$ cat config.mk
export PLATFORM = sky130hd
export DESIGN_NAME = afe_top
export DESIGN_NICKNAME = d
export VERILOG_FILES = /design/src/verilog/afe_pkg.sv /design/src/verilog/sys_bus_decoder.sv /design/src/verilog/afe_ctrl_regs.sv /design/src/verilog/adc_capture.sv /design/src/verilog/saw_gen.sv /design/src/verilog/dac_mixer.sv /design/src/verilog/afe_top.sv
export SDC_FILE = /design/constraint.sdc
export NUM_CORES = 1
export LEC_CHECK = 0
export CELL_PAD_IN_SITES_DETAIL_PLACEMENT = 1
export CELL_PAD_IN_SITES_GLOBAL_PLACEMENT = 1
export CORE_MARGIN = 3
export CORE_UTILIZATION = 45
export CTS_BUF_LIST = sky130_fd_sc_hd__clkbuf_4 sky130_fd_sc_hd__clkbuf_8 sky130_fd_sc_hd__clkbuf_16
export DETAILED_ROUTE_END_ITERATION = 12
export DONT_BUFFER_PORTS = 1
export PLACE_DENSITY_LB_ADDON = 0.1
export SETUP_SLACK_MARGIN = 0.4
export SYNTH_ARGS = -nofsm -noshare
export SYNTH_HDL_FRONTEND = slang
export SYNTH_HIERARCHICAL = 1
export SYNTH_SLANG_ARGS = --single-unit
$ cat constraint.sdc
create_clock -name adc_clk -period 6.25 [get_ports adc_clk]
set_input_delay 0.625 -clock adc_clk [delete_from_list [all_inputs] [get_ports adc_clk]]
set_output_delay 0.625 -clock adc_clk [all_outputs]
set_load 0.1 [all_outputs]
$ cat src/verilog/afe_pkg.sv
// sample and bus types, converter format functions, bus regions, register map and id
`default_nettype none

package afe_pkg;

  // --------------------
  // widths and types
  localparam int ADC_W      = 14;                    // adc and dac sample width
  localparam int REGION_LSB = 20;                    // region field is addr[22:20]
  localparam int OFS_W      = 20;                    // offset field inside a region

  typedef logic signed [ADC_W-1:0] sample_t;         // two's complement sample
  typedef logic        [ADC_W-1:0] raw_sample_t;     // converter pin format
  typedef logic        [31:0]      bus_word_t;       // bus data
  typedef logic        [31:0]      bus_addr_t;       // bus address
  typedef logic        [2:0]       region_t;         // 8 regions
  typedef logic        [OFS_W-1:0] offset_t;         // in-region offset

  localparam sample_t     SAMPLE_MAX = 14'sh1fff;    // +8191
  localparam sample_t     SAMPLE_MIN = 14'sh2000;    // -8192, also peak clear value
  localparam raw_sample_t DAC_ZERO   = 14'h1fff;     // dac code of 0

  // --------------------
  // bus map
  localparam region_t REGION_CTRL = 3'd0;            // control registers
  localparam region_t REGION_ADC  = 3'd1;            // adc capture

  localparam offset_t REG_ID     = 20'h00;           // read only
  localparam offset_t REG_LED    = 20'h04;
  localparam offset_t REG_STEP_A = 20'h08;
  localparam offset_t REG_STEP_B = 20'h0c;
  localparam offset_t REG_OFS_A  = 20'h10;
  localparam offset_t REG_OFS_B  = 20'h14;
  localparam offset_t REG_GEN_EN = 20'h18;           // bit 0 = a, bit 1 = b

  localparam offset_t CAP_LAST_A = 20'h00;
  localparam offset_t CAP_LAST_B = 20'h04;
  localparam offset_t CAP_PEAK_A = 20'h08;           // clear on read
  localparam offset_t CAP_PEAK_B = 20'h0c;           // clear on read

  localparam bus_word_t AFE_ID = 32'h4146_0001;

  // --------------------
  // converter formats
  // negative slope offset binary: msb kept, other bits inverted, in both directions
  function automatic sample_t adc_to_sample(input raw_sample_t raw);
    return {raw[ADC_W-1], ~raw[ADC_W-2:0]};
  endfunction

  function automatic raw_sample_t sample_to_dac(input sample_t s);
    return {s[ADC_W-1], ~s[ADC_W-2:0]};
  endfunction

  function automatic bus_word_t sext_word(input sample_t s);
    return {{($bits(bus_word_t)-ADC_W){s[ADC_W-1]}}, s};  // sign extend for readback
  endfunction

endpackage

`default_nettype wire

$ cat src/verilog/sys_bus_decoder.sv
// system bus decoder: region strobes, pending region, unmapped answer, response mux
`timescale 1ns/100ps
`default_nettype none

module sys_bus_decoder import afe_pkg::*; (
  input  wire logic      adc_clk,
  input  wire logic      rst_i,
  input  wire bus_addr_t sys_addr_i,
  input  wire logic      sys_wen_i,
  input  wire logic      sys_ren_i,
  output      logic      ctrl_wen_o,                // region 0 strobes
  output      logic      ctrl_ren_o,
  output      logic      cap_wen_o,                 // region 1 strobes
  output      logic      cap_ren_o,
  input  wire bus_word_t ctrl_rdata_i,
  input  wire logic      ctrl_ack_i,
  input  wire logic      ctrl_err_i,
  input  wire bus_word_t cap_rdata_i,
  input  wire logic      cap_ack_i,
  input  wire logic      cap_err_i,
  output      bus_word_t sys_rdata_o,
  output      logic      sys_ack_o,
  output      logic      sys_err_o
);

  region_t region;                                  // region of current address
  region_t region_q;                                // region of pending access
  logic    strobe;
  logic    unmapped_q;                              // own answer for regions 2..7

  assign region = sys_addr_i[REGION_LSB +: $bits(region_t)];
  assign strobe = sys_wen_i | sys_ren_i;

  // strobe only reaches the addressed slave
  assign ctrl_wen_o = sys_wen_i & (region == REGION_CTRL);
  assign ctrl_ren_o = sys_ren_i & (region == REGION_CTRL);
  assign cap_wen_o  = sys_wen_i & (region == REGION_ADC);
  assign cap_ren_o  = sys_ren_i & (region == REGION_ADC);

  always_ff @(posedge adc_clk) begin
    if (rst_i) begin
      region_q   <= REGION_CTRL;
      unmapped_q <= 1'b0;
    end else begin
      if (strobe) begin
        region_q <= region;                         // held until next access
      end
      unmapped_q <= strobe && (region != REGION_CTRL) && (region != REGION_ADC);
    end
  end

  // --------------------
  // response mux, picked by pending region
  always_comb begin
    case (region_q)
      REGION_CTRL: begin
        sys_rdata_o = ctrl_rdata_i;
        sys_ack_o   = ctrl_ack_i;
        sys_err_o   = ctrl_err_i;
      end
      REGION_ADC: begin
        sys_rdata_o = cap_rdata_i;
        sys_ack_o   = cap_ack_i;
        sys_err_o   = cap_err_i;
      end
      default: begin
        sys_rdata_o = '0;                           // nothing mapped here
        sys_ack_o   = unmapped_q;
        sys_err_o   = unmapped_q;
      end
    endcase
  end

  a_one_strobe: assert property (@(posedge adc_clk) disable iff (rst_i)
    !(sys_wen_i && sys_ren_i));

  // every slave and the unmapped path answer exactly one cycle later
  a_ack_next: assert property (@(posedge adc_clk) disable iff (rst_i)
    strobe |=> sys_ack_o);

endmodule

`default_nettype wire

$ cat src/verilog/afe_ctrl_regs.sv
// region 0 control and status registers: id, leds, generator steps and enables, dac offsets
`timescale 1ns/100ps
`default_nettype none

module afe_ctrl_regs import afe_pkg::*; #(
  parameter int PHASE_W = 24
) (
  input  wire logic         adc_clk,
  input  wire logic         rst_i,
  input  wire bus_addr_t    addr_i,
  input  wire bus_word_t    wdata_i,
  input  wire logic         wen_i,
  input  wire logic         ren_i,
  output      bus_word_t    rdata_o,
  output      logic         ack_o,
  output      logic         err_o,
  output logic [PHASE_W-1:0] step_a_o,              // phase step ch a
  output logic [PHASE_W-1:0] step_b_o,              // phase step ch b
  output      sample_t      ofs_a_o,                // dac offset ch a
  output      sample_t      ofs_b_o,                // dac offset ch b
  output      logic [1:0]   gen_en_o,               // generator enables
  output      logic [7:0]   led_o
);

  offset_t   ofs;                                   // in-region offset
  bus_word_t rd_val;
  logic      rd_ok;                                 // offset readable
  logic      wr_ok;                                 // offset writable

  assign ofs = addr_i[OFS_W-1:0];

  // --------------------
  // offset decode
  always_comb begin
    rd_ok  = 1'b1;
    wr_ok  = 1'b1;
    rd_val = '0;
    case (ofs)
      REG_ID: begin
        rd_val = AFE_ID;
        wr_ok  = 1'b0;                              // id is read only
      end
      REG_LED:    rd_val = bus_word_t'(led_o);
      REG_STEP_A: rd_val = bus_word_t'(step_a_o);   // zero extended
      REG_STEP_B: rd_val = bus_word_t'(step_b_o);
      REG_OFS_A:  rd_val = sext_word(ofs_a_o);
      REG_OFS_B:  rd_val = sext_word(ofs_b_o);
      REG_GEN_EN: rd_val = bus_word_t'(gen_en_o);
      default: begin
        rd_ok = 1'b0;                               // unknown offset
        wr_ok = 1'b0;
      end
    endcase
  end

  // --------------------
  // register writes and handshake
  always_ff @(posedge adc_clk) begin
    if (rst_i) begin
      ack_o    <= 1'b0;
      err_o    <= 1'b0;
      led_o    <= '0;
      step_a_o <= '0;
      step_b_o <= '0;
      ofs_a_o  <= '0;
      ofs_b_o  <= '0;
      gen_en_o <= '0;                               // generators stopped
    end else begin
      ack_o <= wen_i | ren_i;
      err_o <= (wen_i & ~wr_ok) | (ren_i & ~rd_ok);
      if (wen_i) begin
        case (ofs)
          REG_LED:    led_o    <= wdata_i[7:0];
          REG_STEP_A: step_a_o <= PHASE_W'(wdata_i);
          REG_STEP_B: step_b_o <= PHASE_W'(wdata_i);
          REG_OFS_A:  ofs_a_o  <= wdata_i[ADC_W-1:0];
          REG_OFS_B:  ofs_b_o  <= wdata_i[ADC_W-1:0];
          REG_GEN_EN: gen_en_o <= wdata_i[1:0];
          default:    ;                             // id and holes answered with err
        endcase
      end
    end
  end

  // read data is zero on writes and errors
  always_ff @(posedge adc_clk) begin
    rdata_o <= (ren_i && rd_ok) ? rd_val : '0;
  end

endmodule

`default_nettype wire

$ cat src/verilog/adc_capture.sv
// adc format conversion, region 1 last sample and clear-on-read peak registers
`timescale 1ns/100ps
`default_nettype none

module adc_capture import afe_pkg::*; (
  input  wire logic        adc_clk,
  input  wire logic        rst_i,
  input  wire raw_sample_t adc_dat_a_i,
  input  wire raw_sample_t adc_dat_b_i,
  input  wire bus_addr_t   addr_i,
  input  wire logic        wen_i,
  input  wire logic        ren_i,
  output      sample_t     adc_a_o,                 // converted, 1 cycle late
  output      sample_t     adc_b_o,
  output      bus_word_t   rdata_o,
  output      logic        ack_o,
  output      logic        err_o
);

  sample_t   conv   [2];                            // converted inputs
  sample_t   last_q [2];
  sample_t   peak_q [2];                            // running signed max
  logic [1:0] peak_clr;                             // read of own peak address
  bus_word_t rd_val;
  logic      rd_ok;

  assign conv[0] = adc_to_sample(adc_dat_a_i);
  assign conv[1] = adc_to_sample(adc_dat_b_i);
  assign adc_a_o = last_q[0];
  assign adc_b_o = last_q[1];

  assign peak_clr[0] = ren_i && (addr_i[OFS_W-1:0] == CAP_PEAK_A);
  assign peak_clr[1] = ren_i && (addr_i[OFS_W-1:0] == CAP_PEAK_B);

  // --------------------
  // sample and peak tracking
  always_ff @(posedge adc_clk) begin
    for (int ch = 0; ch < 2; ch++) begin
      last_q[ch] <= conv[ch];
    end
  end

  always_ff @(posedge adc_clk) begin
    for (int ch = 0; ch < 2; ch++) begin
      if (rst_i || peak_clr[ch]) begin
        peak_q[ch] <= SAMPLE_MIN;                   // lowest value, next sample wins
      end else if (conv[ch] > peak_q[ch]) begin
        peak_q[ch] <= conv[ch];
      end
    end
  end

  // --------------------
  // bus side
  always_comb begin
    rd_ok  = 1'b1;
    rd_val = '0;
    case (addr_i[OFS_W-1:0])
      CAP_LAST_A: rd_val = sext_word(last_q[0]);
      CAP_LAST_B: rd_val = sext_word(last_q[1]);
      CAP_PEAK_A: rd_val = sext_word(peak_q[0]);    // value before the clear
      CAP_PEAK_B: rd_val = sext_word(peak_q[1]);
      default:    rd_ok  = 1'b0;
    endcase
  end

  always_ff @(posedge adc_clk) begin
    if (rst_i) begin
      ack_o <= 1'b0;
      err_o <= 1'b0;
    end else begin
      ack_o <= wen_i | ren_i;
      err_o <= wen_i | (ren_i & ~rd_ok);            // region is read only
    end
  end

  always_ff @(posedge adc_clk) begin
    rdata_o <= (ren_i && rd_ok) ? rd_val : '0;
  end

endmodule

`default_nettype wire

$ cat src/verilog/saw_gen.sv
// two channel phase accumulator sawtooth generator
`timescale 1ns/100ps
`default_nettype none

module saw_gen import afe_pkg::*; #(
  parameter int PHASE_W = 24                        // 14 or more
) (
  input  wire logic               adc_clk,
  input  wire logic               rst_i,
  input  wire logic [PHASE_W-1:0] step_a_i,
  input  wire logic [PHASE_W-1:0] step_b_i,
  input  wire logic [1:0]         gen_en_i,         // bit 0 = a, bit 1 = b
  output      sample_t            saw_a_o,
  output      sample_t            saw_b_o
);

  logic [PHASE_W-1:0] step  [2];
  logic [PHASE_W-1:0] acc_q [2];                    // phase, wraps freely

  assign step[0] = step_a_i;
  assign step[1] = step_b_i;

  // --------------------
  // accumulators
  always_ff @(posedge adc_clk) begin
    if (rst_i) begin
      acc_q[0] <= '0;
      acc_q[1] <= '0;
    end else begin
      for (int ch = 0; ch < 2; ch++) begin
        if (gen_en_i[ch]) begin
          acc_q[ch] <= acc_q[ch] + step[ch];        // modulo 2^PHASE_W
        end else begin
          acc_q[ch] <= '0;                          // held at zero while off
        end
      end
    end
  end

  // top bits of phase, read as signed
  assign saw_a_o = acc_q[0][PHASE_W-1 -: ADC_W];
  assign saw_b_o = acc_q[1][PHASE_W-1 -: ADC_W];

endmodule

`default_nettype wire

$ cat src/verilog/dac_mixer.sv
// dac mixer: sawtooth plus offset, 14 bit saturation, dac format output register
`timescale 1ns/100ps
`default_nettype none

module dac_mixer import afe_pkg::*; (
  input  wire logic        adc_clk,
  input  wire logic        rst_i,
  input  wire sample_t     saw_a_i,
  input  wire sample_t     saw_b_i,
  input  wire sample_t     ofs_a_i,
  input  wire sample_t     ofs_b_i,
  output      raw_sample_t dac_dat_a_o,
  output      raw_sample_t dac_dat_b_o
);

  sample_t               saw   [2];
  sample_t               ofs   [2];
  logic signed [ADC_W:0] sum   [2];                 // one guard bit
  raw_sample_t           dac_q [2];

  // top two sum bits 01 = positive overflow, 10 = negative overflow
  function automatic sample_t sat(input logic signed [ADC_W:0] s);
    case (s[ADC_W -: 2])
      2'b01:   return SAMPLE_MAX;
      2'b10:   return SAMPLE_MIN;
      default: return s[ADC_W-1:0];
    endcase
  endfunction

  assign saw[0] = saw_a_i;
  assign saw[1] = saw_b_i;
  assign ofs[0] = ofs_a_i;
  assign ofs[1] = ofs_b_i;

  assign sum[0] = saw[0] + ofs[0];                  // sign extended before add
  assign sum[1] = saw[1] + ofs[1];

  // --------------------
  // output register
  always_ff @(posedge adc_clk) begin
    if (rst_i) begin
      dac_q[0] <= DAC_ZERO;
      dac_q[1] <= DAC_ZERO;
    end else begin
      for (int ch = 0; ch < 2; ch++) begin
        dac_q[ch] <= sample_to_dac(sat(sum[ch]));
      end
    end
  end

  assign dac_dat_a_o = dac_q[0];
  assign dac_dat_b_o = dac_q[1];

  // clamped value stays in range, so the dac msb keeps the sign of the true sum
  for (genvar ch = 0; ch < 2; ch++) begin : g_chk
    a_sat_sign: assert property (@(posedge adc_clk) disable iff (rst_i)
      !rst_i |=> dac_q[ch][ADC_W-1] == $past(sum[ch][ADC_W]));
  end

endmodule

`default_nettype wire

$ cat src/verilog/afe_top.sv
// two channel analog front end top: bus decoder, registers, capture, sawtooth, dac mixer
`timescale 1ns/100ps
`default_nettype none

module afe_top import afe_pkg::*; #(
  parameter int PHASE_W = 24                        // accumulator width, 14 or more
) (
  input  wire logic        adc_clk,
  input  wire logic        rst_i,                   // sync, active high
  input  wire raw_sample_t adc_dat_a_i,             // adc ch a, raw
  input  wire raw_sample_t adc_dat_b_i,             // adc ch b, raw
  input  wire bus_addr_t   sys_addr_i,
  input  wire bus_word_t   sys_wdata_i,
  input  wire logic        sys_wen_i,               // one cycle write strobe
  input  wire logic        sys_ren_i,               // one cycle read strobe
  output      bus_word_t   sys_rdata_o,
  output      logic        sys_ack_o,               // one cycle after strobe
  output      logic        sys_err_o,
  output      raw_sample_t dac_dat_a_o,             // dac ch a, raw
  output      raw_sample_t dac_dat_b_o,             // dac ch b, raw
  output      logic [7:0]  led_o
);

  // --------------------
  // bus fabric
  logic      ctrl_wen, ctrl_ren, ctrl_ack, ctrl_err;
  logic      cap_wen, cap_ren, cap_ack, cap_err;
  bus_word_t ctrl_rdata, cap_rdata;

  // steering from control regs
  logic [PHASE_W-1:0] step_a, step_b;
  sample_t            ofs_a, ofs_b;
  logic [1:0]         gen_en;

  sample_t saw_a, saw_b;                            // generator samples

  sys_bus_decoder i_sys_bus_decoder (
    .adc_clk      (adc_clk),
    .rst_i        (rst_i),
    .sys_addr_i   (sys_addr_i),
    .sys_wen_i    (sys_wen_i),
    .sys_ren_i    (sys_ren_i),
    .ctrl_wen_o   (ctrl_wen),
    .ctrl_ren_o   (ctrl_ren),
    .cap_wen_o    (cap_wen),
    .cap_ren_o    (cap_ren),
    .ctrl_rdata_i (ctrl_rdata),
    .ctrl_ack_i   (ctrl_ack),
    .ctrl_err_i   (ctrl_err),
    .cap_rdata_i  (cap_rdata),
    .cap_ack_i    (cap_ack),
    .cap_err_i    (cap_err),
    .sys_rdata_o  (sys_rdata_o),
    .sys_ack_o    (sys_ack_o),
    .sys_err_o    (sys_err_o)
  );

  afe_ctrl_regs #(.PHASE_W(PHASE_W)) i_afe_ctrl_regs (
    .adc_clk   (adc_clk),
    .rst_i     (rst_i),
    .addr_i    (sys_addr_i),
    .wdata_i   (sys_wdata_i),
    .wen_i     (ctrl_wen),
    .ren_i     (ctrl_ren),
    .rdata_o   (ctrl_rdata),
    .ack_o     (ctrl_ack),
    .err_o     (ctrl_err),
    .step_a_o  (step_a),
    .step_b_o  (step_b),
    .ofs_a_o   (ofs_a),
    .ofs_b_o   (ofs_b),
    .gen_en_o  (gen_en),
    .led_o     (led_o)
  );

  adc_capture i_adc_capture (
    .adc_clk     (adc_clk),
    .rst_i       (rst_i),
    .adc_dat_a_i (adc_dat_a_i),
    .adc_dat_b_i (adc_dat_b_i),
    .addr_i      (sys_addr_i),
    .wen_i       (cap_wen),
    .ren_i       (cap_ren),
    .adc_a_o     (),                                // no user logic on the adc samples yet
    .adc_b_o     (),
    .rdata_o     (cap_rdata),
    .ack_o       (cap_ack),
    .err_o       (cap_err)
  );

  // --------------------
  // dac path
  saw_gen #(.PHASE_W(PHASE_W)) i_saw_gen (
    .adc_clk  (adc_clk),
    .rst_i    (rst_i),
    .step_a_i (step_a),
    .step_b_i (step_b),
    .gen_en_i (gen_en),
    .saw_a_o  (saw_a),
    .saw_b_o  (saw_b)
  );

  dac_mixer i_dac_mixer (
    .adc_clk     (adc_clk),
    .rst_i       (rst_i),
    .saw_a_i     (saw_a),
    .saw_b_i     (saw_b),
    .ofs_a_i     (ofs_a),
    .ofs_b_i     (ofs_b),
    .dac_dat_a_o (dac_dat_a_o),
    .dac_dat_b_o (dac_dat_b_o)
  );

endmodule

`default_nettype wire

==> flow_metrics.tcl, run 1 <==
set metrics [dict create \
    status "complete, no violations" \
    final_hold_viol_count 0 \
    yosysSeqAreaShare_pct 37.8 \
    track_usage_pct 26.3 \
    fmax_mhz 243 \
    grt-ovfl-total 0 \
    power.share.clock_pct 45.0 \
    drc 0 \
    switching_share_pct 25.2 \
    comb_power_share_pct 7.7 \
    crit_fanout 14 \
    use_met1_pct 34.9 \
    criticalPathCategory "reg -> reg" \
    clk_latency_ns 0.59 \
    synth_edf_count 52 \
    multi_input_area_um2 8660 \
    synthToLayoutAreaGrowth_pct 6.02 \
    die_area_um2 36600 \
    grt_pass1_wl_um 75300 \
    routed_via_density 6.06 \
    drtIter0Drc 853 \
    pwr-share-seq_pct 47.3 \
    gp_routability_congestion 0.873 \
    synth_area_um2 15500 \
    rrSetupSlack_ns 2.14 \
    powerDensity_nw_per_um2 246 \
    drive_gt1_share_pct 10.4 \
    die_height_um 191 \
    clockBufferDepth 3 \
    core_area_um2 33700 \
    internal_power_mw 3.02 \
    antenna_found_initial 0 \
    worst_clock_skew_ns 0.0142 \
    final.setup.tns_ns 0 \
    rr_worst_depth 12 \
    cts_tree "done" \
    setup_violations 0 \
    numCtsBuffers 31 \
    synth.cells.most_frequent "dfxtp_1, a21oi_1, nor2_1, o21ai_0, ha_1" \
    design_area_um2 16400 \
    io_pins 166 \
    yosysMostFrequentCell "dfxtp_1" \
    hold_path_startpoint "adc_dat_a_i[13]" \
    rr_startpoint "i_afe_ctrl_regs/ofs_b_o[0]" \
    via_count 12600 \
    synth.distinct_cells 91 \
    fillCellCount 3864 \
    hpwl_um 35300 \
    cp_data_required_time_ns 6.67 \
    clk_pin_slew_worst_paths_ns 0.06 \
    syn_avg_cell_area_um2 9.11 \
    tightest_slew_ns 1.22 \
    cts-resized-gates 0 \
    die_w_um 191 \
    initial_core_util_pct 45.9 \
    yosys.area.top_type_share_pct 27.7 \
    yosys.area.top_type "dfxtp_1" \
    cap_violations 0 \
    whs_endpoint "i_adc_capture/last_q[0][13]" \
    ant_nets 0 \
    drt_first_pass_iters 5 \
    slew_violations 0 \
    synth-seq-cells 266 \
    pre_cts_ws_ns 2.13 \
    yosys_warnings 6 \
    min_path_cells 0 \
    grtUsageMet3_pct 3.56 \
    reg2reg_to "i_dac_mixer/dac_q[0][26]" \
    grt_max_degree 125 \
    grt_use_met2_pct 43.3 \
    startpoint_type "flip-flop" \
    cts_root_buf "clkbuf_16" \
    grt_pass1_vias 12900 \
    rsz0062_at_grt "no" \
    report.power.total_mw 4.03 \
    vdd.ir_drop.worst_v 0.000208 \
    endpoint_kind "flip-flop" \
    busiest_layer "met2" \
    hold_class "in -> reg" \
    switching_power_mw 1.02 \
    worst_ep_arrival_time_ns 4.54 \
    synthCells 1696 \
    nets 1814 \
    ys.flop_type "dfxtp_1" \
    portBuffers 0 \
    wire_per_inst_um 23.4 \
    synthArstFlopShare_pct 0 \
    ys_top_cells_by_area "dfxtp_1, edfxtp_1, ha_1, a21oi_1, mux2i_1" \
    fin_crit_ns 4.11 \
    diodes 0 \
    fin_crit_sh_pct 65.8 \
    final-seq-area_um2 5850 \
    numClockSinks 266 \
    hold_slack_ns 0.0615 \
    dpl-instance-area_um2 15400 \
    ctsHoldBuffers 0 \
    setup_ws_ns 2.14 \
    cts_setup_buffers 0 \
    slew_headroom_pct 18.8 \
    p_leak_nw 6.43 \
    h-tree-depth 1 \
    rows 67 \
    wl_um 48700 \
]
-- cell type report --
type,instances,area share (%)
multi-input cells,1231,52.8
flip-flops and latches,266,35.7
clock buffers,43,5.44
well taps,448,3.42
inverters,70,1.60
clock inverters,13,0.748
repair buffers,6,0.275
-- critical path, cell delays in order (launching register included) --
cell and delay, ns:
dfxtp_1 0.35, ha_1 0.23, fa_1 0.42, a21oi_2 0.21
o32ai_1 0.16, or4_1 0.50, a31oi_2 0.22, o21ai_1 0.13
a31oi_1 0.24, ha_1 0.43, a21oi_1 0.75, o211a_1 0.26
a22oi_1 0.06
-- per-layer routing --
layer  vias to the layer above  share of wire [%]
met5                         -                  0
met4                         0                4.5
li1                       6007                  -
met3                       103                4.5
met2                       303                 47
met1                      6178                 44
-- cells in the final DEF (no fill, tap or decap), drive strengths merged, types with 31 or more instances in the layout --
cell type    n
a21oi      168
clkbuf      43
dfxtp      214
edfxtp      52
ha         108
inv         71
mux2i       59
nand2       58
nand2b      31
nand3       52
nand4       90
nor2       117
nor3        38
o21ai      149
xnor2       31
-- flip-flops by register name, indices dropped and copies added (netlist names), 14 cells and up --
signal,count
i_saw_gen/acc_q,48
i_adc_capture/last_q,28
i_adc_capture/peak_q,28
i_dac_mixer/dac_q,28
i_afe_ctrl_regs/rdata_o,26
i_afe_ctrl_regs/step_a_o,24
i_afe_ctrl_regs/step_b_o,24
i_adc_capture/rdata_o,14
i_afe_ctrl_regs/ofs_a_o,14
i_afe_ctrl_regs/ofs_b_o,14
-- stage by stage --
stage               utilization (%)  cells
detailed placement             45.6   2021
global route                   48.6   2077
CTS                            48.6   2077
finish                         48.6   2077
global placement               45.6   2021
floorplan                         -   1719
-- power by group through the flow --
stage	clock, mW	sequential, mW	combinational [mW]
floorplan	0	1.92	0.268
global placement	0	1.94	0.295
global route	1.93	1.91	0.350
CTS	1.86	1.91	0.311
finish	1.82	1.91	0.310
detailed placement	0	1.94	0.306
-- kinds of logic after synthesis --
logic type               after synthesis  share of synthesized area, %
other                                  1                        0.0243
adder cells (fa/ha/maj)              112                          9.26
flip-flops                           266                          37.8
AO/OA/AOI/OAI                        458                          17.9
XOR/XNOR                              53                          3.00
multiplexers                          93                          7.32
AND/OR/NAND/NOR                      491                          17.4
buffers and inverters                222                          7.33
-- worst max-delay path by stage --
stage | cells after the start | end | start | slack [ns]
floorplan | 13 | i_dac_mixer/dac_q[0][14] | i_saw_gen/acc_q[1][10] | 2.90
global placement | 12 | i_dac_mixer/dac_q[0][26] | i_saw_gen/acc_q[1][10] | 2.24
detailed placement | 12 | i_dac_mixer/dac_q[0][26] | i_saw_gen/acc_q[1][10] | 2.13
CTS | 12 | i_dac_mixer/dac_q[0][26] | i_saw_gen/acc_q[1][10] | 2.12
global route | 12 | i_dac_mixer/dac_q[0][26] | i_saw_gen/acc_q[1][10] | 1.82
finish | 12 | i_dac_mixer/dac_q[0][26] | i_afe_ctrl_regs/ofs_b_o[0] | 2.14
Power figures use the tool's default switching activity.
==> run 2: changes to the inputs <==
==> constraint.sdc (replaced) <==
create_clock -name adc_clk -period 3.9 [get_ports adc_clk]
set_input_delay 0.39 -clock adc_clk [delete_from_list [all_inputs] [get_ports adc_clk]]
set_output_delay 0.39 -clock adc_clk [all_outputs]
set_load 0.1 [all_outputs]
==> run 2 against run 1 <==
Compared with the run above:
- flip-flop and latch count is the same
- power is 74% higher
- register-to-register slack got worse by 1.6 ns
- combinational power grew 88%
- global-route usage is 1.4 points higher
- wire length grew 6.3%
- die area unchanged
- clock-buffer cell count increased by 7
- critical path type unchanged
- largest power group is now the clock network
- highest routed layer unchanged
==> flow_metrics.tcl, run 2 (synthesis gave the netlist of run 1 again) <==
set metrics [dict create \
    io_pins 166 \
    status "complete, no violations" \
    setup_violations 0 \
    slew_violations 0 \
    cap_violations 0 \
    ant_nets 0 \
    clk_latency_ns 0.54 \
    die_area_um2 36600 \
    min_path_cells 2 \
    whs_endpoint "i_afe_ctrl_regs/step_b_o[14]" \
    hpwl_um 36000 \
    fin_crit_sh_pct 85.5 \
    rows 67 \
    grt_pass1_vias 13500 \
    clk_pin_slew_worst_paths_ns 0.06 \
    routed_via_density 6.03 \
    wire_per_inst_um 23.8 \
    synthToLayoutAreaGrowth_pct 12.9 \
    most-common-layout-cells "dfxtp_1, a21oi_1, o21ai_0, ha_1, nand4_1" \
    p_leak_nw 6.95 \
    drive_gt1_share_pct 13.2 \
    track_usage_pct 27.8 \
    grt_max_degree 85 \
    regMostFlops "i_saw_gen/acc_q" \
    antenna_found_initial 1 \
    clockBufferDepth 3 \
    cts_root_buf "clkbuf_16" \
    die_height_um 191 \
    post-route-util_pct 51.8 \
    slew_headroom_pct 24.2 \
    drc 0 \
    drt_first_pass_iters 5 \
    nets 1906 \
    criticalPathCategory "reg -> reg" \
    h-tree-depth 2 \
    final_cells 2172 \
    rr_startpoint "i_afe_ctrl_regs/ofs_b_o[0]" \
    rr_worst_depth 12 \
    worst_ep_arrival_time_ns 3.74 \
    drtIter0Drc 825 \
    powerDensity_nw_per_um2 402 \
    dp.cells 2062 \
    grt-ovfl-total 0 \
    initial_core_util_pct 45.9 \
    portBuffers 0 \
    hold_class "in -> reg" \
    diodes 0 \
    vdd.ir_drop.worst_v 0.000317 \
    layout_commonest_cell "dfxtp_1" \
    cp_data_required_time_ns 4.30 \
    fmax_mhz 300 \
    design_area_um2 17400 \
    via_count 13100 \
    reg2reg_to "i_dac_mixer/dac_q[0][26]" \
    rrSetupSlack_ns 0.57 \
    tightest_slew_ns 1.14 \
    final_hold_viol_count 0 \
    dpl-instance-area_um2 15700 \
    die_w_um 191 \
    fin_crit_ns 3.33 \
    numCtsBuffers 34 \
    endpoint_kind "flip-flop" \
    final.setup.tns_ns 0 \
    core_area_um2 33700 \
    startpoint_type "flip-flop" \
    wl_um 51700 \
    largest_register_ffs 48 \
    gp_routability_congestion 0.877 \
    numClockSinks 266 \
    crit_fanout 14 \
    hold_path_startpoint "sys_wdata_i[14]" \
    cts_tree "done" \
    rsz0062_at_grt "no" \
    report.power.total_mw 7.02 \
    grt_pass1_wl_um 79000 \
    worst_clock_skew_ns 0.0130 \
]
run 2: changes by cell type in the layout (fill, tap and decap cells not counted), moves of 2 or more:
cell,before,now
a21oi_1,163,158
a21oi_2,5,9
buf_12,0,2
buf_4,6,48
bufinv_16,2,4
clkbuf_16,31,34
clkbuf_4,8,11
clkinv_2,9,4
dlygate4sd3_1,0,44
inv_16,0,2
run 2: area by class of cell:
type | count | area, um^2
multi-input combinational | 1231 | 8700
tap | 448 | 561
clock inverter | 12 | 204
sequential | 266 | 5850
timing repair buffer | 95 | 868
fill | 3837 | 16300
clock buffer | 50 | 1000
inverter | 70 | 263
run 2: metrics by stage:
stage	setup slack, ns	hold WS, ns
2_1_floorplan	0.554	0.418
3_3_place_gp	0.435	0.418
3_5_place_dp	0.331	0.418
4_1_cts	0.436	0.000287
5_1_grt	0.398	0.00111
6_report	0.566	0.00866
run 2: worst max-delay path: stages (launching register included):
cell and delay (ns):
dfxtp_1 0.35, ha_1 0.22, fa_1 0.43, a21oi_2 0.19, o32ai_1 0.14, or4_1 0.50
a31oi_2 0.23, o21ai_1 0.14, a31oi_2 0.27, ha_4 0.29, a21oi_2 0.20, buf_4 0.17
a22oi_1 0.08
run 2: timing repair:
item / 4_1_cts / 5_1_grt
setup endpoints to repair: 16 / 22
gates resized for setup: 3 / 8
cloned: 0 / 1
endpoints found under the hold margin: 117 / 0
pin swaps: 0 / 2
hold buffers: 45 / 0
setup buffers: 0 / 2
run 2: metal layers:
metal  GRT usage [%]  up-vias  part of all wire, %
met4            12.4        0                  4.9
met5               0        -                    0
li1                -     6181                    -
met3            4.46      107                  5.0
met2            45.6      334                   47
met1            36.1     6485                   43
run 2: power by group:
part | leakage [nW] | internal (mW) | total (mW) | switching [mW]
registers | 2.30 | 2.92 | 3.05 | 0.135
clock network | 0.604 | 2.08 | 3.38 | 1.30
logic | 4.04 | 0.239 | 0.584 | 0.345
run 2: how the worst max path moves through the flow:
stage,start,to,slack (ns),cells past startpoint
2_1_floorplan,i_saw_gen/acc_q[1][10],i_dac_mixer/dac_q[0][14],0.55,13
3_3_place_gp,i_saw_gen/acc_q[1][10],i_dac_mixer/dac_q[0][26],0.44,12
3_5_place_dp,i_saw_gen/acc_q[1][10],i_dac_mixer/dac_q[0][26],0.33,12
4_1_cts,i_saw_gen/acc_q[1][10],i_dac_mixer/dac_q[0][26],0.44,12
5_1_grt,i_saw_gen/acc_q[1][10],i_dac_mixer/dac_q[0][26],0.40,12
6_report,i_afe_ctrl_regs/ofs_b_o[0],i_dac_mixer/dac_q[0][26],0.57,12
==> run 3: changes to the inputs <==
--- a/config.mk
+++ b/config.mk
@@ -12,7 +12,8 @@
 export CTS_BUF_LIST = sky130_fd_sc_hd__clkbuf_4 sky130_fd_sc_hd__clkbuf_8 sky130_fd_sc_hd__clkbuf_16
 export DETAILED_ROUTE_END_ITERATION = 12
 export DONT_BUFFER_PORTS = 1
-export PLACE_DENSITY_LB_ADDON = 0.1
+export HOLD_SLACK_MARGIN = 0.06
+export PLACE_DENSITY = 0.84
 export SETUP_SLACK_MARGIN = 0.4
 export SYNTH_ARGS = -nofsm -noshare
 export SYNTH_HDL_FRONTEND = slang
==> run 3 against run 2 <==
Compared with the run above:
- die area did not move
- via count rose by 6.6%
- global-route usage rose by 2.4 points
- worst setup slack got worse by 0.11 ns
- critical endpoint is now i_dac_mixer/dac_q[0][2]
- flip-flop and latch count did not move
- non-clock buffer count rose by 15
==> flow_metrics.tcl, run 3 (synthesis gave the netlist of run 1 again) <==
set metrics [dict create \
    status "complete, no violations" \
    cts_tree "done" \
    via_count 14000 \
    drt_first_pass_iters 6 \
    met2_length_um 27200 \
    portBuffers 0 \
    met1_length_um 21900 \
    final-seq-area_um2 5850 \
    fmax_mhz 291 \
    drc 0 \
    antenna_found_initial 1 \
    cts_root_buf "clkbuf_16" \
    routed-wl-met3_um 4160 \
    grt_pass1_vias 14400 \
    wl_um 57100 \
    synthToLayoutAreaGrowth_pct 13.5 \
    cp_num_buf_inv 2 \
    ant_nets 0 \
    cp_top_family "compound AO/OA/AOI/OAI gates" \
    fillCellCount 3789 \
    hpwl_um 36300 \
    track_usage_pct 30.2 \
    drive_gt1_share_pct 12.4 \
    tightest_slew_ns 1.15 \
    rrSetupSlack_ns 0.46 \
    regMostFlops "i_saw_gen/acc_q" \
    p_leak_nw 6.96 \
    final.setup.tns_ns 0 \
    slew_headroom_pct 23.5 \
    criticalPathCategory "reg -> reg" \
    die_w_um 191 \
    drtIter0Drc 1400 \
    crit_fanout 13 \
    final_hold_viol_count 0 \
    endpoint_kind "flip-flop" \
    clk_pin_slew_worst_paths_ns 0.06 \
    rsz0062_at_grt "no" \
    dp.cells 2058 \
    cp_data_required_time_ns 4.35 \
    grt-ovfl-total 0 \
    clk_latency_ns 0.61 \
    setup_violations 0 \
    largest_register_ffs 48 \
    clockBufferDepth 3 \
    startpoint_type "flip-flop" \
    layout_commonest_cell "dfxtp_1" \
    routed_via_density 6.41 \
    top_layer_used "met4" \
    worst_ep_arrival_time_ns 3.90 \
    final_cells 2180 \
    fin_crit_sh_pct 88.3 \
    cp_common_cell "ha_1" \
    path_cells "ha_1 > a21oi_1 > o22a_1 > o41a_1 > nand2_1 > a2111oi_2 > or3_1 > ha_1 > inv_1 > a21oi_2 > buf_4 > o21ai_0" \
    initial_core_util_pct 45.9 \
    worst_clock_skew_ns 0.0331 \
    rows 67 \
    slew_violations 0 \
    h-tree-depth 1 \
    fin_crit_ns 3.44 \
    wire_per_inst_um 26.2 \
    nets 1917 \
    crit_slowest_cell "a2111oi_2" \
    grt_pass1_wl_um 85800 \
    die_area_um2 36600 \
    hold_class "in -> reg" \
    io_pins 166 \
    core_area_um2 33700 \
    most-common-layout-cells "dfxtp_1, a21oi_1, o21ai_0, ha_1, nand4_1" \
    gp_routability_congestion 0.880 \
    vdd.ir_drop.worst_v 0.000410 \
    multi_input_area_um2 8730 \
    cpPeakStageDelay_ns 0.54 \
    cap_violations 0 \
    die_height_um 191 \
    powerDensity_nw_per_um2 398 \
    numClockSinks 266 \
    grt_max_degree 115 \
    numCtsBuffers 30 \
]
## run 3: routing by layer
layer | vias up | global-route usage [%]
li1 | 6190 | -
met1 | 6919 | 36.8
met2 | 653 | 50.5
met3 | 213 | 5.23
met4 | 0 | 16.6
met5 | - | 0
## run 3: worst paths after layout
check,from,to,depth (start not counted)
min reg2reg,i_afe_ctrl_regs/step_b_o[14],i_afe_ctrl_regs/step_b_o[14],2
min,rst_i,i_dac_mixer/dac_q[0][18],3
max,i_saw_gen/acc_q[0][14],i_dac_mixer/dac_q[0][2],12
max reg2reg,i_saw_gen/acc_q[0][14],i_dac_mixer/dac_q[0][2],12
## run 3: metrics by stage
stage | area, um^2 | utilization, % | setup WS (ns) | hold WS [ns] | power, mW
6_report | 17500 | 52.1 | 0.458 | 0.104 | 6.99
5_1_grt | 17500 | 52.1 | 0.288 | 0.0990 | 7.18
4_1_cts | 17500 | 51.8 | 0.406 | 0.0757 | 6.90
3_5_place_dp | 15700 | 46.5 | 0.294 | 0.418 | 3.62
3_3_place_gp | 15700 | 46.5 | 0.417 | 0.418 | 3.58
2_1_floorplan | 15500 | - | 0.554 | 0.418 | 3.51
## run 3: power by group
part           total [mW]  switching (mW)  internal [mW]  leakage (nW)
Clock                3.25            1.27           1.98         0.554
Combinational       0.677           0.419          0.258          4.11
Sequential           3.07           0.147           2.92          2.30
## run 3: repair_timing
action | in CTS | in global routing
setup buffers | 0 | 3
endpoints found under the setup margin | 5 | 24
resized for setup | 3 | 10
hold endpoints to repair | 166 | 0
hold buffers | 64 | 0
pin swaps | 0 | 2
## run 3: cell type report
cell class | instances | area share, %
Antenna cell | 1 | 0.0143
Clock buffer | 41 | 5.02
Clock inverter | 13 | 1.35
Inverter | 70 | 1.50
Multi-Input combinational cell | 1231 | 49.7
Sequential cell | 266 | 33.3
Tap cell | 448 | 3.19
Timing Repair Buffer | 110 | 5.86
## run 3: worst register-to-register path: stages (launching register included)
cell and delay (ns):
edfxtp_1 0.41, ha_1 0.36, a21oi_1 0.33, o22a_1 0.18, o41a_1 0.17, nand2_1 0.13, a2111oi_2 0.54, or3_1 0.34
ha_1 0.25, inv_1 0.09, a21oi_2 0.16, buf_4 0.20, o21ai_0 0.15
